[src/include/gb_loader_consts.svh]
// Loader widths, host file-type codes and colour boot ROM checksums
`ifndef GB_LOADER_CONSTS_SVH
`define GB_LOADER_CONSTS_SVH

//////////////////////////////
// Bus widths
//////////////////////////////

// Host download stream
`define GBL_DATA_W 16
`define GBL_ADDR_W 25
`define GBL_FT_W 8

// SD block interface and cartridge RAM size mask
`define GBL_LBA_W 32
`define GBL_MASK_W 8

// Running byte sum of the colour boot ROM
`define GBL_CKSUM_W 18

//////////////////////////////
// File-type codes
//////////////////////////////

// Cartridge images match on the low six bits, or use the raw code 80h
`define GBL_FT_CART 6'h01
`define GBL_FT_CART_RAW 8'h80
`define GBL_FT_PALETTE 8'h03
`define GBL_FT_CGB_BOOT 8'h04
`define GBL_FT_DMG_BOOT 8'h05
`define GBL_FT_CHEAT 8'hFF

// Known colour boot ROM sums
`define GBL_CKSUM_CUSTOM 18'h2CC8C
`define GBL_CKSUM_ORIGINAL 18'h2F3EA

`endif

[src/design/gb_loader_pkg.sv]
// Download kind enum and cheat record struct shared by the loader modules
`default_nettype none

package gb_loader_pkg;

	//////////////////////////////
	// Download classification
	//////////////////////////////

	// None means no download is active
	typedef enum logic [2:0] {
		DL_NONE     = 3'd0,
		DL_CART     = 3'd1,
		DL_CGB_BOOT = 3'd2,
		DL_DMG_BOOT = 3'd3,
		DL_CHEAT    = 3'd4,
		DL_OTHER    = 3'd5
	} dl_kind_t;

	//////////////////////////////
	// Cheat record
	//////////////////////////////

	// Each field is sent by the host as a low word followed by a high word
	typedef struct packed {
		logic [31:0] flags;
		logic [31:0] address;
		logic [31:0] compare;
		logic [31:0] replace;
	} cheat_code_t;

endpackage

`default_nettype wire

[src/design/backup_sequencer.sv]
// Backup RAM load/save sequencer for the SD block interface, with autosave
`timescale 1ns/1ns
`default_nettype none
`include "gb_loader_consts.svh"

module backup_sequencer import gb_loader_pkg::*; (
	input  wire                   clk_sys,
	input  wire                   reset,
	input  dl_kind_t              dl_kind,
	input  wire                   dl_start,
	input  wire                   dl_end,
	input  wire                   img_mounted,
	input  wire                   img_readonly,
	input  wire                   cart_has_save,
	input  wire                   rtc_inuse,
	input  wire [`GBL_MASK_W-1:0] ram_mask,
	input  wire                   bk_load,
	input  wire                   bk_save,
	input  wire                   autosave,
	input  wire                   osd_open,
	input  wire                   cram_wr,
	input  wire                   sd_ack,
	input  wire                   sd_buff_wr,
	output logic [`GBL_LBA_W-1:0] sd_lba,
	output logic                  sd_rd,
	output logic                  sd_wr,
	output logic                  bk_wr,
	output logic                  bk_busy,
	output logic                  bk_loading,
	output logic                  sav_pending,
	output logic                  sav_supported
);

	logic                  bk_ena;
	logic                  new_load;
	logic                  cart_active;
	logic                  load_req;
	logic                  save_req;
	logic                  load_q;
	logic                  save_q;
	logic                  ack_q;
	logic                  load_rise;
	logic                  save_rise;
	logic                  start_xfer;
	logic                  ack_fall;
	logic [`GBL_LBA_W-1:0] mask_lba;
	logic [`GBL_LBA_W-1:0] last_lba;

	//////////////////////////////
	// Requests and block range
	//////////////////////////////

	assign sav_supported = cart_has_save && bk_ena;
	assign load_req      = bk_load || new_load;
	assign save_req      = bk_save || (sav_pending && osd_open && autosave);
	assign load_rise     = load_req && !load_q;
	assign save_rise     = save_req && !save_q;
	assign start_xfer    = !bk_busy && bk_ena && (load_rise || save_rise);
	assign ack_fall      = ack_q && !sd_ack;

	// RTC carts carry one extra block after the RAM image
	assign mask_lba = {{(`GBL_LBA_W-`GBL_MASK_W){1'b0}}, ram_mask};
	assign last_lba = mask_lba + {{(`GBL_LBA_W-1){1'b0}}, rtc_inuse};

	// Only RAM blocks reach cartridge RAM, the clock block is skipped
	assign bk_wr = sd_buff_wr && sd_ack && (sd_lba <= mask_lba);

	// Flags tied to the cartridge download
	always_ff @(posedge clk_sys) begin
		if (reset) begin
			bk_ena      <= 1'b0;
			new_load    <= 1'b0;
			cart_active <= 1'b0;
			sav_pending <= 1'b0;
		end else begin
			if (dl_start)
				cart_active <= (dl_kind == DL_CART);
			if (dl_start && dl_kind == DL_CART)
				bk_ena <= 1'b0;
			// The save image is mounted while the cart is still loading
			if (dl_kind == DL_CART && img_mounted && !img_readonly)
				bk_ena <= 1'b1;

			if (dl_end && cart_active && sav_supported)
				new_load <= 1'b1;
			else if (bk_busy)
				new_load <= 1'b0;

			if (start_xfer)
				sav_pending <= 1'b0;
			else if (cram_wr && !osd_open && sav_supported)
				sav_pending <= 1'b1;
		end
	end

	//////////////////////////////
	// Block sequencer
	//////////////////////////////

	always_ff @(posedge clk_sys) begin
		if (reset) begin
			load_q     <= 1'b0;
			save_q     <= 1'b0;
			ack_q      <= 1'b0;
			sd_lba     <= '0;
			sd_rd      <= 1'b0;
			sd_wr      <= 1'b0;
			bk_busy    <= 1'b0;
			bk_loading <= 1'b0;
		end else begin
			load_q <= load_req;
			save_q <= save_req;
			ack_q  <= sd_ack;

			// Drop the request once the SD side has taken it
			if (sd_ack && !ack_q) begin
				sd_rd <= 1'b0;
				sd_wr <= 1'b0;
			end

			if (start_xfer) begin
				bk_busy    <= 1'b1;
				bk_loading <= load_rise;
				sd_lba     <= '0;
				sd_rd      <= load_rise;
				sd_wr      <= !load_rise;
			end else if (bk_busy && ack_fall) begin
				if (sd_lba >= last_lba) begin
					bk_busy    <= 1'b0;
					bk_loading <= 1'b0;
				end else begin
					sd_lba <= sd_lba + 1'b1;
					sd_rd  <= bk_loading;
					sd_wr  <= !bk_loading;
				end
			end
		end
	end

endmodule

`default_nettype wire

[src/design/boot_checksum.sv]
// Custom boot ROM flags, colour boot ROM byte sum and boot feature availability
`timescale 1ns/1ns
`default_nettype none
`include "gb_loader_consts.svh"

module boot_checksum import gb_loader_pkg::*; (
	input  wire                   clk_sys,
	input  wire                   reset,
	input  wire                   is_gbc,
	input  dl_kind_t              dl_kind,
	input  wire                   dl_start,
	input  wire                   wr_q,
	input  wire [`GBL_DATA_W-1:0] dout_q,
	output logic                  fastboot_available,
	output logic                  boot_gba_available,
	output logic                  real_cgb_boot
);

	logic                    custom_cgb;
	logic                    custom_dmg;
	logic [`GBL_CKSUM_W-1:0] checksum;
	logic [`GBL_CKSUM_W-1:0] byte_hi;
	logic [`GBL_CKSUM_W-1:0] byte_lo;
	logic [`GBL_CKSUM_W-1:0] word_sum;
	logic                    cgb_write;

	// Both bytes of a word enter the sum together
	assign byte_hi   = {{(`GBL_CKSUM_W-8){1'b0}}, dout_q[15:8]};
	assign byte_lo   = {{(`GBL_CKSUM_W-8){1'b0}}, dout_q[7:0]};
	assign word_sum  = byte_hi + byte_lo;
	assign cgb_write = wr_q && (dl_kind == DL_CGB_BOOT);

	always_ff @(posedge clk_sys) begin
		if (reset) begin
			custom_cgb <= 1'b0;
			custom_dmg <= 1'b0;
			checksum   <= '0;
		end else begin
			if (dl_start && dl_kind == DL_CGB_BOOT) begin
				custom_cgb <= 1'b1;
				// A word arriving with the start pulse opens the new sum
				checksum   <= cgb_write ? word_sum : '0;
			end else if (cgb_write) begin
				checksum   <= checksum + word_sum;
			end
			if (dl_start && dl_kind == DL_DMG_BOOT)
				custom_dmg <= 1'b1;
		end
	end

	//////////////////////////////
	// Availability
	//////////////////////////////

	assign real_cgb_boot = (checksum == `GBL_CKSUM_ORIGINAL);

	// GBA mode needs the original ROM or the known custom build
	assign boot_gba_available = !custom_cgb || real_cgb_boot ||
		(checksum == `GBL_CKSUM_CUSTOM);

	// Fast boot only works with the known custom colour ROM, never with a custom DMG ROM
	assign fastboot_available =
		!((is_gbc && custom_cgb && checksum != `GBL_CKSUM_CUSTOM) ||
		(!is_gbc && custom_dmg));

endmodule

`default_nettype wire

[src/design/cheat_assembler.sv]
// Cheat record assembly from eight download words, with valid and clear strobes
`timescale 1ns/1ns
`default_nettype none
`include "gb_loader_consts.svh"

module cheat_assembler import gb_loader_pkg::*; (
	input  wire                   clk_sys,
	input  wire                   reset,
	input  dl_kind_t              dl_kind,
	input  wire                   dl_start,
	input  wire                   wr_q,
	input  wire [`GBL_ADDR_W-1:0] addr_q,
	input  wire [`GBL_DATA_W-1:0] dout_q,
	output cheat_code_t           cheat_code,
	output logic                  cheat_valid,
	output logic                  cheat_clear
);

	logic cheat_write;

	assign cheat_write = wr_q && (dl_kind == DL_CHEAT);

	// Offset within the 16-byte record picks the half-field
	always_ff @(posedge clk_sys) begin
		if (cheat_write) begin
			case (addr_q[3:0])
				4'd0:  cheat_code.flags[15:0]    <= dout_q;
				4'd2:  cheat_code.flags[31:16]   <= dout_q;
				4'd4:  cheat_code.address[15:0]  <= dout_q;
				4'd6:  cheat_code.address[31:16] <= dout_q;
				4'd8:  cheat_code.compare[15:0]  <= dout_q;
				4'd10: cheat_code.compare[31:16] <= dout_q;
				4'd12: cheat_code.replace[15:0]  <= dout_q;
				4'd14: cheat_code.replace[31:16] <= dout_q;
				default: ;
			endcase
		end
	end

	always_ff @(posedge clk_sys) begin
		if (reset) begin
			cheat_valid <= 1'b0;
			cheat_clear <= 1'b0;
		end else begin
			// Last word completes the record
			cheat_valid <= cheat_write && (addr_q[3:0] == 4'd14);
			// New cheat list, or a new cartridge, drops the old codes
			cheat_clear <= (cheat_write && addr_q == '0) ||
				(dl_start && dl_kind == DL_CART);
		end
	end

endmodule

`default_nettype wire

[src/design/download_decode.sv]
// Download kind decoder with start and end pulses and a one-cycle aligned stream
`timescale 1ns/1ns
`default_nettype none
`include "gb_loader_consts.svh"

module download_decode import gb_loader_pkg::*; (
	input  wire                    clk_sys,
	input  wire                    reset,
	input  wire                    ioctl_download,
	input  wire                    ioctl_wr,
	input  wire [`GBL_FT_W-1:0]    filetype,
	input  wire [`GBL_ADDR_W-1:0]  ioctl_addr,
	input  wire [`GBL_DATA_W-1:0]  ioctl_dout,
	output dl_kind_t               dl_kind,
	output logic                   dl_start,
	output logic                   dl_end,
	output logic                   wr_q,
	output logic [`GBL_ADDR_W-1:0] addr_q,
	output logic [`GBL_DATA_W-1:0] dout_q
);

	dl_kind_t kind_next;
	dl_kind_t kind_prev;

	always_comb begin
		kind_next = DL_NONE;
		if (ioctl_download) begin
			if (filetype == `GBL_FT_CHEAT)
				kind_next = DL_CHEAT;
			else if (filetype[5:0] == `GBL_FT_CART || filetype == `GBL_FT_CART_RAW)
				kind_next = DL_CART;
			else if (filetype == `GBL_FT_CGB_BOOT)
				kind_next = DL_CGB_BOOT;
			else if (filetype == `GBL_FT_DMG_BOOT)
				kind_next = DL_DMG_BOOT;
			// Palettes and anything unknown are plain data here
			else
				kind_next = DL_OTHER;
		end
	end

	always_ff @(posedge clk_sys) begin
		if (reset) begin
			dl_kind   <= DL_NONE;
			kind_prev <= DL_NONE;
			dl_start  <= 1'b0;
			dl_end    <= 1'b0;
			wr_q      <= 1'b0;
		end else begin
			dl_kind   <= kind_next;
			kind_prev <= dl_kind;
			// Edges of the registered kind, one cycle late
			dl_start  <= (dl_kind != DL_NONE) && (kind_prev == DL_NONE);
			dl_end    <= (dl_kind == DL_NONE) && (kind_prev != DL_NONE);
			wr_q      <= ioctl_wr;
		end
	end

	// Payload lines up with dl_kind
	always_ff @(posedge clk_sys) begin
		addr_q <= ioctl_addr;
		dout_q <= ioctl_dout;
	end

endmodule

`default_nettype wire

[src/design/gb_loader_top.sv]
// Loader top level joining download decode, boot checksum, cheats and backup RAM
`timescale 1ns/1ns
`default_nettype none
`include "gb_loader_consts.svh"

module gb_loader_top import gb_loader_pkg::*; (
	input  wire                   clk_sys,
	input  wire                   reset,
	// Host download stream
	input  wire                   ioctl_download,
	input  wire                   ioctl_wr,
	input  wire [`GBL_ADDR_W-1:0] ioctl_addr,
	input  wire [`GBL_DATA_W-1:0] ioctl_dout,
	input  wire [`GBL_FT_W-1:0]   filetype,
	input  wire                   is_gbc,
	// Backup RAM side
	input  wire                   img_mounted,
	input  wire                   img_readonly,
	input  wire                   cart_has_save,
	input  wire                   rtc_inuse,
	input  wire [`GBL_MASK_W-1:0] ram_mask,
	input  wire                   bk_load,
	input  wire                   bk_save,
	input  wire                   autosave,
	input  wire                   osd_open,
	input  wire                   cram_wr,
	input  wire                   sd_ack,
	input  wire                   sd_buff_wr,
	output wire                   fastboot_available,
	output wire                   boot_gba_available,
	output wire                   real_cgb_boot,
	output cheat_code_t           cheat_code,
	output wire                   cheat_valid,
	output wire                   cheat_clear,
	output wire [`GBL_LBA_W-1:0]  sd_lba,
	output wire                   sd_rd,
	output wire                   sd_wr,
	output wire                   bk_wr,
	output wire                   bk_busy,
	output wire                   bk_loading,
	output wire                   sav_pending,
	output wire                   sav_supported
);

	dl_kind_t               dl_kind;
	wire                    dl_start;
	wire                    dl_end;
	wire                    wr_q;
	wire [`GBL_ADDR_W-1:0]  addr_q;
	wire [`GBL_DATA_W-1:0]  dout_q;

	download_decode i_download_decode (
		.clk_sys(clk_sys), .reset(reset),
		.ioctl_download(ioctl_download), .ioctl_wr(ioctl_wr), .filetype(filetype),
		.ioctl_addr(ioctl_addr), .ioctl_dout(ioctl_dout),
		.dl_kind(dl_kind), .dl_start(dl_start), .dl_end(dl_end),
		.wr_q(wr_q), .addr_q(addr_q), .dout_q(dout_q)
	);

	boot_checksum i_boot_checksum (
		.clk_sys(clk_sys), .reset(reset), .is_gbc(is_gbc),
		.dl_kind(dl_kind), .dl_start(dl_start), .wr_q(wr_q), .dout_q(dout_q),
		.fastboot_available(fastboot_available),
		.boot_gba_available(boot_gba_available),
		.real_cgb_boot(real_cgb_boot)
	);

	cheat_assembler i_cheat_assembler (
		.clk_sys(clk_sys), .reset(reset),
		.dl_kind(dl_kind), .dl_start(dl_start),
		.wr_q(wr_q), .addr_q(addr_q), .dout_q(dout_q),
		.cheat_code(cheat_code), .cheat_valid(cheat_valid), .cheat_clear(cheat_clear)
	);

	backup_sequencer i_backup_sequencer (
		.clk_sys(clk_sys), .reset(reset),
		.dl_kind(dl_kind), .dl_start(dl_start), .dl_end(dl_end),
		.img_mounted(img_mounted), .img_readonly(img_readonly),
		.cart_has_save(cart_has_save), .rtc_inuse(rtc_inuse), .ram_mask(ram_mask),
		.bk_load(bk_load), .bk_save(bk_save), .autosave(autosave),
		.osd_open(osd_open), .cram_wr(cram_wr),
		.sd_ack(sd_ack), .sd_buff_wr(sd_buff_wr),
		.sd_lba(sd_lba), .sd_rd(sd_rd), .sd_wr(sd_wr), .bk_wr(bk_wr),
		.bk_busy(bk_busy), .bk_loading(bk_loading),
		.sav_pending(sav_pending), .sav_supported(sav_supported)
	);

endmodule

`default_nettype wire

[config.mk]
export PLATFORM = sky130hd
export DESIGN_NAME = gb_loader_top
export DESIGN_NICKNAME = d
export VERILOG_FILES = /design/src/design/gb_loader_pkg.sv /design/src/design/backup_sequencer.sv /design/src/design/boot_checksum.sv /design/src/design/cheat_assembler.sv /design/src/design/download_decode.sv /design/src/design/gb_loader_top.sv
export VERILOG_INCLUDE_DIRS = /design/src /design/src/include
export SDC_FILE = /design/constraint.sdc
export NUM_CORES = 1
export LEC_CHECK = 0
export BUFFER_PORTS_ARGS = -buffer_cell sky130_fd_sc_hd__buf_2
export CORE_ASPECT_RATIO = 2
export CORE_MARGIN = 2
export CORE_UTILIZATION = 49
export CTS_BUF_LIST = sky130_fd_sc_hd__clkbuf_4 sky130_fd_sc_hd__clkbuf_8
export DETAILED_ROUTE_END_ITERATION = 7
export PLACE_DENSITY = 0.76
export SYNTH_ARGS = -nofsm -noshare
export SYNTH_HDL_FRONTEND = slang
export SYNTH_SLANG_ARGS = --single-unit
export TNS_END_PERCENT = 20
[constraint.sdc]
create_clock -name clk_sys -period 2.73 [get_ports clk_sys]
set_input_delay 0.1365 -clock clk_sys [delete_from_list [all_inputs] [get_ports clk_sys]]
set_output_delay 0.1365 -clock clk_sys [all_outputs]
set_load 0.1 [all_outputs]
==> out/qor.yml, run 1 <==
outcome: "finished, violations left"
failed_checks: "negative setup slack"
postSynth.topFlopCell: "sky130_fd_sc_hd__edfxtp_1"
final_count_of_hold_timing_violations: 0
grt_pass1_vias: 7114
fin_nets: 1159
cts_root_buf: "sky130_fd_sc_hd__clkbuf_8"
timing.max_slew.rel_slack: 0.503
maxCapViolCount: 0
hold_path_class: "primary input to flip-flop"
finalCritPeriodShare: 1.09
layout.cells.most_common_list: "sky130_fd_sc_hd__buf_2 (241), sky130_fd_sc_hd__edfxtp_1 (128), sky130_fd_sc_hd__dfxtp_1 (105), sky130_fd_sc_hd__buf_4 (61), sky130_fd_sc_hd__dlygate4sd3_1 (58)"
finalSetupTns_ns: -1.75
firstDrtPassIters: 4
grt_total_usage: 0.240
hp-start: "cart_has_save"
start_kind: "flip-flop"
power.total_mw: 7.25
starting_density_of_the_core: 0.500
slew_of_the_pin_with_the_lowest_slew_margin_ns: 0.746
numCtsBuffers: 31
hold_depth: 4
reg2regPathDepth: 11
fin_skew_ns: 0.0178
globalRoute.totalOverflow: 0
synth-seq-area-share: 0.692
finalWorstPathRequiredPeriod_ns: 2.99
antenna_violating_nets_post_route: 0
data_arrival_time_of_the_critical_path_ns: 3.48
layout_commonest_cell: "sky130_fd_sc_hd__buf_2"
slew_violations: 0
core_area_um2: 17800
synthesis.nets: 776
worstSetupPathType: "flip-flop to flip-flop"
gp_routability_congestion: 0.898
netlist-cell-type-count: 54
antenna_found_initial: 1
min_to: "i_backup_sequencer.new_load"
hpwl_mm: 17.2
post_route_cells_drive_above_1_share: 0.377
final-setup-viol-count: 12
ctsHtreeMaxLevel: 1
netlist_instances: 663
finalWorstSetupSlack_ns: -0.256
global_route_wire_length_before_repair_mm: 36.5
numPortBuffers: 244
power.static_leakage_nw: 5.09
postSynthAreaPerCell_um2: 13.4
vias: 6918
clk_transition_reported_paths_ns: 0.07
cts_tree: "yes"
placement_rows: 69
layout.area.seq_um2: 6170
routed_via_density: 5.38
die_area_um2: 19300
clkLatencyLatePin_ns: 0.57
area_growth_pct: 38.4
rr_endpoint: "i_boot_checksum.checksum[12]"
synth_enable_flop_cells: 128
endpoint_kind: "flip-flop"
async_flop_share: 0
worst_r2r_startpoint: "i_download_decode.dout_q[9]"
yosys_register_bits: 243
drtIter0Drc: 290
post_detailed_routing_wire_length_mm: 24.1
grt_setup_unrepaired: "true"
clock.fmax_mhz: 335
layout.filler_cells: 1252
r2r_setup_slack_ns: -0.26
multiInputGateArea_um2: 2890
floorplan.die.height_um: 194
clock-sinks: 243
ctsLongestPathBuffers: 3
max-vdd-ir-drop_mv: 0.463
wire_per_inst_um: 18.8
grt_max_degree: 38
post-route-drc-count: 0
die-width_um: 99.2
yosysWarnings: 0
path_max_fanout: 5
power_density_nw_per_um2: 589
worst_ep_required_time_ns: 3.22
design.portCount: 245
netlist_area_um2: 8890
[worst max-delay path, cell delays in order (launching register included)]
cell and delay, ns:
sky130_fd_sc_hd__dfxtp_4 0.37, sky130_fd_sc_hd__ha_4 0.25, sky130_fd_sc_hd__a21oi_4 0.15, sky130_fd_sc_hd__o211ai_1 0.15
sky130_fd_sc_hd__o41ai_2 0.43, sky130_fd_sc_hd__xnor2_1 0.16, sky130_fd_sc_hd__ha_1 0.35, sky130_fd_sc_hd__o211a_1 0.15
sky130_fd_sc_hd__a221o_1 0.39, sky130_fd_sc_hd__a21oi_4 0.22, sky130_fd_sc_hd__or3_4 0.15, sky130_fd_sc_hd__mux2i_1 0.15
[worst max path at each step]
stage,from,end,slack (ns),depth (start not counted)
6_report,i_download_decode.dout_q[9],i_boot_checksum.checksum[12],-0.26,11
5_1_grt,i_download_decode.dout_q[9],i_boot_checksum.checksum[12],-0.35,11
4_1_cts,i_download_decode.dout_q[0],i_boot_checksum.checksum[12],-0.21,12
3_5_place_dp,i_download_decode.dout_q[12],i_boot_checksum.checksum[12],-0.27,11
3_3_place_gp,i_download_decode.dout_q[0],i_boot_checksum.checksum[7],-0.17,13
2_1_floorplan,i_backup_sequencer.sd_lba[7],bk_wr,-0.26,5
[per-layer routing]
metal  global-route usage  vias to the layer above  wire length, um
met5                    0                        -                0
met4                0.128                        0             1160
met3               0.0360                       83             1370
met2                0.474                      300            13800
met1                0.225                     3305             7840
li1                     -                     3230                -
[layout make-up]
| cell class | count | share of cell area |
|---|---|---|
| flip-flops and latches | 243 | 0.501 |
| multi-input cells | 392 | 0.235 |
| repair buffers | 362 | 0.184 |
| clock buffers | 34 | 0.0365 |
| well taps | 213 | 0.0217 |
| clock inverters | 24 | 0.0166 |
| inverters | 16 | 0.00488 |
| diodes | 1 | 0.000203 |
[repair_timing]
| item | CTS | global route |
|---|---|---|
| pin swaps | 7 | 14 |
| hold buffers | 58 | 0 |
| setup buffers | 3 | 3 |
| gates resized for setup | 18 | 27 |
| setup endpoints to repair | 15 | 16 |
| hold endpoints to repair | 50 | 0 |
[cells by family (layout without fill, tap and decap cells)]
family                   after synthesis  after routing  share of synthesized area
AO/OA/AOI/OAI                        106            106                     0.0772
XOR/XNOR                              23             23                     0.0227
adder cells (fa/ha/maj)               40             40                     0.0580
buffers and inverters                 28            436                     0.0118
flip-flops                           243            243                      0.692
multiplexers                           5              5                    0.00577
other                                  0              1                          0
AND/OR/NAND/NOR                      218            218                      0.133
[state kept, by name (all words and copies together), names as in the netlist, 3 cells and up]
| signal | cells |
|---|---|
| i_cheat_assembler.cheat_code | 128 |
| i_download_decode.kind_prev | 3 |
| i_boot_checksum.checksum | 18 |
| i_download_decode.dout_q | 16 |
| i_backup_sequencer.sd_lba | 32 |
| i_download_decode.addr_q | 25 |
| i_download_decode.dl_kind | 3 |
[power by group]
part	internal [mW]	switching, mW
clock network	1.41	1.34
logic	0.275	0.299
registers	3.88	0.0400
total	5.57	1.68
[cells in the mapped netlist, drive strengths merged (15+ instances only)]
| master | n | area share |
|---|---|---|
| a21oi | 28 | 0.016 |
| and2 | 25 | 0.018 |
| dfxtp | 115 | 0.26 |
| edfxtp | 128 | 0.43 |
| ha | 38 | 0.053 |
| inv | 16 | 0.0068 |
| nand2 | 31 | 0.013 |
| nand3 | 15 | 0.0084 |
| nor2 | 44 | 0.019 |
| nor3 | 21 | 0.012 |
| nor4 | 16 | 0.011 |
| o21ai | 23 | 0.013 |
| xnor2 | 18 | 0.018 |
[stage by stage]
stage	area, um2	instances	worst slack, ns	utilization	hold slack (ns)
finish	12300	1285	-0.256	0.692	0.0547
global route	12300	1285	-0.347	0.692	0.0459
CTS	12100	1281	-0.207	0.683	0.0233
detailed placement	10800	1162	-0.266	0.609	0.240
global placement	10800	1162	-0.171	0.609	0.239
floorplan	8940	663	-0.256	-	0.164
Power figures use the tool's default switching activity.
==> run 2, diff against run 1 <==
--- a/config.mk
+++ b/config.mk
@@ -7,7 +7,6 @@
 export NUM_CORES = 1
 export LEC_CHECK = 0
 export BUFFER_PORTS_ARGS = -buffer_cell sky130_fd_sc_hd__buf_2
-export CORE_ASPECT_RATIO = 2
 export CORE_MARGIN = 2
 export CORE_UTILIZATION = 49
 export CTS_BUF_LIST = sky130_fd_sc_hd__clkbuf_4 sky130_fd_sc_hd__clkbuf_8
==> out/qor.yml, run 2 (synthesis results as in run 1) <==
fin_nets: 1179  # +1.7%
finalInstanceArea_um2: 12700  # +3.5%
design.portCount: 245  # unchanged
clkLatencyLatePin_ns: 0.52  # -0.05 ns
ctsHtreeMaxLevel: 2  # +1
grt_pass1_vias: 7057  # -0.80%
timing.max_slew.rel_slack: 0.548  # +0.0452
finalWorstSetupSlack_ns: -0.203  # +0.0535 ns
placed_cells: 1189  # +2.3%
fin_cells: 1325  # +3.1%
die-width_um: 139  # +40%
firstDrtPassIters: 5  # +1
finalWorstPathRequiredPeriod_ns: 2.93  # -0.0535 ns
globalRoute.totalOverflow: 0  # unchanged
max-vdd-ir-drop_mv: 0.445  # -3.8%
layout.filler_cells: 1210  # -3.4%
multiInputGateArea_um2: 2990  # +3.7%
vias: 6933  # +0.22%
min_to: "i_boot_checksum.custom_cgb"
reg2regPathDepth: 12  # +1
antenna_violating_nets_post_route: 0  # unchanged
largest_register_ffs: 128  # unchanged
power.static_leakage_nw: 5.29  # +4.0%
power_density_nw_per_um2: 625  # +6.1%
rr_endpoint: "i_boot_checksum.checksum[10]"
cts_tree: "yes"
global_route_wire_length_before_repair_mm: 36.2  # -0.64%
placement.cell_area_um2: 10900  # +1.0%
clock.fmax_mhz: 341  # +1.8%
layout_commonest_cell: "sky130_fd_sc_hd__buf_2"
post-route-drc-count: 0  # unchanged
hold_depth: 2  # -2
final-setup-viol-count: 12  # unchanged
numCtsBuffers: 39  # +26%
clock-sinks: 243  # unchanged
num_antenna_cells: 0  # -1
grt_max_degree: 28  # -26%
wire_per_inst_um: 17.9  # -4.6%
grt_setup_unrepaired: "true"
path_max_fanout: 4  # -1
worst_ep_required_time_ns: 3.14  # -0.08 ns
post_route_cells_drive_above_1_share: 0.414  # +0.0370
endpoint_kind: "flip-flop"
swShare: 0.220  # -0.0116
r2r_setup_slack_ns: -0.20  # +0.05 ns
p_int_mw: 6.21  # +11%
post_detailed_routing_wire_length_mm: 23.7  # -1.7%
fin_skew_ns: 0.0193  # +0.00148 ns
core_area_um2: 17900  # +0.66%
power.net_switching_mw: 1.75  # +4.3%
data_arrival_time_of_the_critical_path_ns: 3.34  # -0.14 ns
gp_routability_congestion: 0.902  # +0.52%
finalCritPeriodShare: 1.07  # -0.0196
timing.hold.ws_ns: 0.0555  # +0.000831 ns
failed_checks: "negative setup slack"
grt_total_usage: 0.236  # -0.00362
area_growth_pct: 43.3
layout.area.seq_um2: 6170  # unchanged
cts_root_buf: "sky130_fd_sc_hd__clkbuf_8"
clk_transition_reported_paths_ns: 0.06  # about the same
floorplan.die.height_um: 139  # -29%
starting_density_of_the_core: 0.496  # -0.00328
start_kind: "flip-flop"
pre_cts_ws_ns: -0.251  # +0.0154 ns
maxCapViolCount: 0  # unchanged
hold_path_class: "primary input to flip-flop"
hpwl_mm: 15.5  # -10%
worstSetupPathType: "flip-flop to flip-flop"
hp-start: "reset"
layout.cells.most_common_list: "sky130_fd_sc_hd__buf_2 (241), sky130_fd_sc_hd__edfxtp_1 (128), sky130_fd_sc_hd__dfxtp_1 (105), sky130_fd_sc_hd__buf_4 (73), sky130_fd_sc_hd__dlygate4sd3_1 (58)"
worst_r2r_startpoint: "i_download_decode.dout_q[1]"
numPortBuffers: 244  # unchanged
slew_violations: 0  # unchanged
ctsLongestPathBuffers: 3  # unchanged
placement_rows: 49  # -29%
outcome: "finished, violations left"
antenna_found_initial: 0  # -1
routed_via_density: 5.23  # -2.8%
drtIter0Drc: 395  # +36%
die_area_um2: 19200  # -0.34%
power.combinational.fraction: 0.080  # about the same
slew_of_the_pin_with_the_lowest_slew_margin_ns: 0.673  # -0.0730 ns
clock_power_share: 0.427  # +0.048
final_count_of_hold_timing_violations: 0  # unchanged
sequentialPowerShare: 0.493  # -0.048
[run 2: cell count changes in the layout (fill, tap and decap cells not counted), sizes merged]
cell,change
clkinv,-11
inv,+1
buf,+12
diode,-1
clkbuf,+25
clkinvlp,-2
[run 2: layer usage]
| metal | up-vias | wire length (um) | global-route usage |
|---|---|---|---|
| li1 | 3273 | - | - |
| met1 | 3311 | 9280 | 0.284 |
| met2 | 294 | 12300 | 0.416 |
| met3 | 55 | 1570 | 0.0542 |
| met4 | 0 | 634 | 0.0867 |
| met5 | - | 0 | 0 |
[run 2: worst max path at each step]
stage | startpoint | to | slack [ns] | cells past startpoint
6_report | i_download_decode.dout_q[1] | i_boot_checksum.checksum[10] | -0.20 | 12
5_1_grt | i_download_decode.dout_q[0] | i_boot_checksum.checksum[12] | -0.35 | 12
4_1_cts | i_download_decode.dout_q[0] | i_boot_checksum.checksum[12] | -0.21 | 12
3_5_place_dp | i_download_decode.dout_q[0] | i_boot_checksum.checksum[12] | -0.25 | 12
3_3_place_gp | i_download_decode.dout_q[0] | i_boot_checksum.checksum[12] | -0.14 | 12
2_1_floorplan | i_backup_sequencer.sd_lba[7] | bk_wr | -0.26 | 5
[run 2: power groups by stage]
stage,Sequential [mW],Combinational [mW],Clock (mW)
2_1_floorplan,4.05,0.209,0
3_3_place_gp,4.00,0.461,0
3_5_place_dp,4.00,0.474,0
4_1_cts,3.92,0.565,3.44
5_1_grt,3.93,0.685,3.61
6_report,3.92,0.637,3.40
[run 2: cell type report]
cell class,count,share of cell area
clock buffer,59,0.0579
clock inverter,12,0.0108
inverter,16,0.00472
multi-input combinational,392,0.235
sequential,243,0.484
tap,229,0.0225
timing repair buffer,374,0.185
[run 2: critical path, cell delays in order (launching register included)]
cell	delay (ns)
sky130_fd_sc_hd__dfxtp_4	0.36
sky130_fd_sc_hd__ha_4	0.25
sky130_fd_sc_hd__a21oi_4	0.16
sky130_fd_sc_hd__o211ai_1	0.14
sky130_fd_sc_hd__o41ai_2	0.36
sky130_fd_sc_hd__xnor2_1	0.15
sky130_fd_sc_hd__ha_1	0.38
sky130_fd_sc_hd__o211a_1	0.17
sky130_fd_sc_hd__buf_4	0.14
sky130_fd_sc_hd__a22o_1	0.20
sky130_fd_sc_hd__o31ai_2	0.24
sky130_fd_sc_hd__xor2_1	0.22
sky130_fd_sc_hd__nor2_1	0.07
[run 2: through the flow]
| stage | util | power (mW) | TNS, ns |
|---|---|---|---|
| floorplan | - | 4.26 | -2.88 |
| global placement | 0.611 | 4.46 | -1.36 |
| detailed placement | 0.611 | 4.47 | -3.00 |
| CTS | 0.697 | 7.93 | -1.82 |
| global route | 0.711 | 8.22 | -2.87 |
| finish | 0.711 | 7.96 | -1.21 |
[run 2: timing repair]
item                       in CTS  in global routing
resized for setup              13                 52
pin swaps                      12                 25
hold buffers                   58                  0
hold endpoints to repair       50                  0
setup endpoints to repair      14                 17
buffers inserted                5                  2
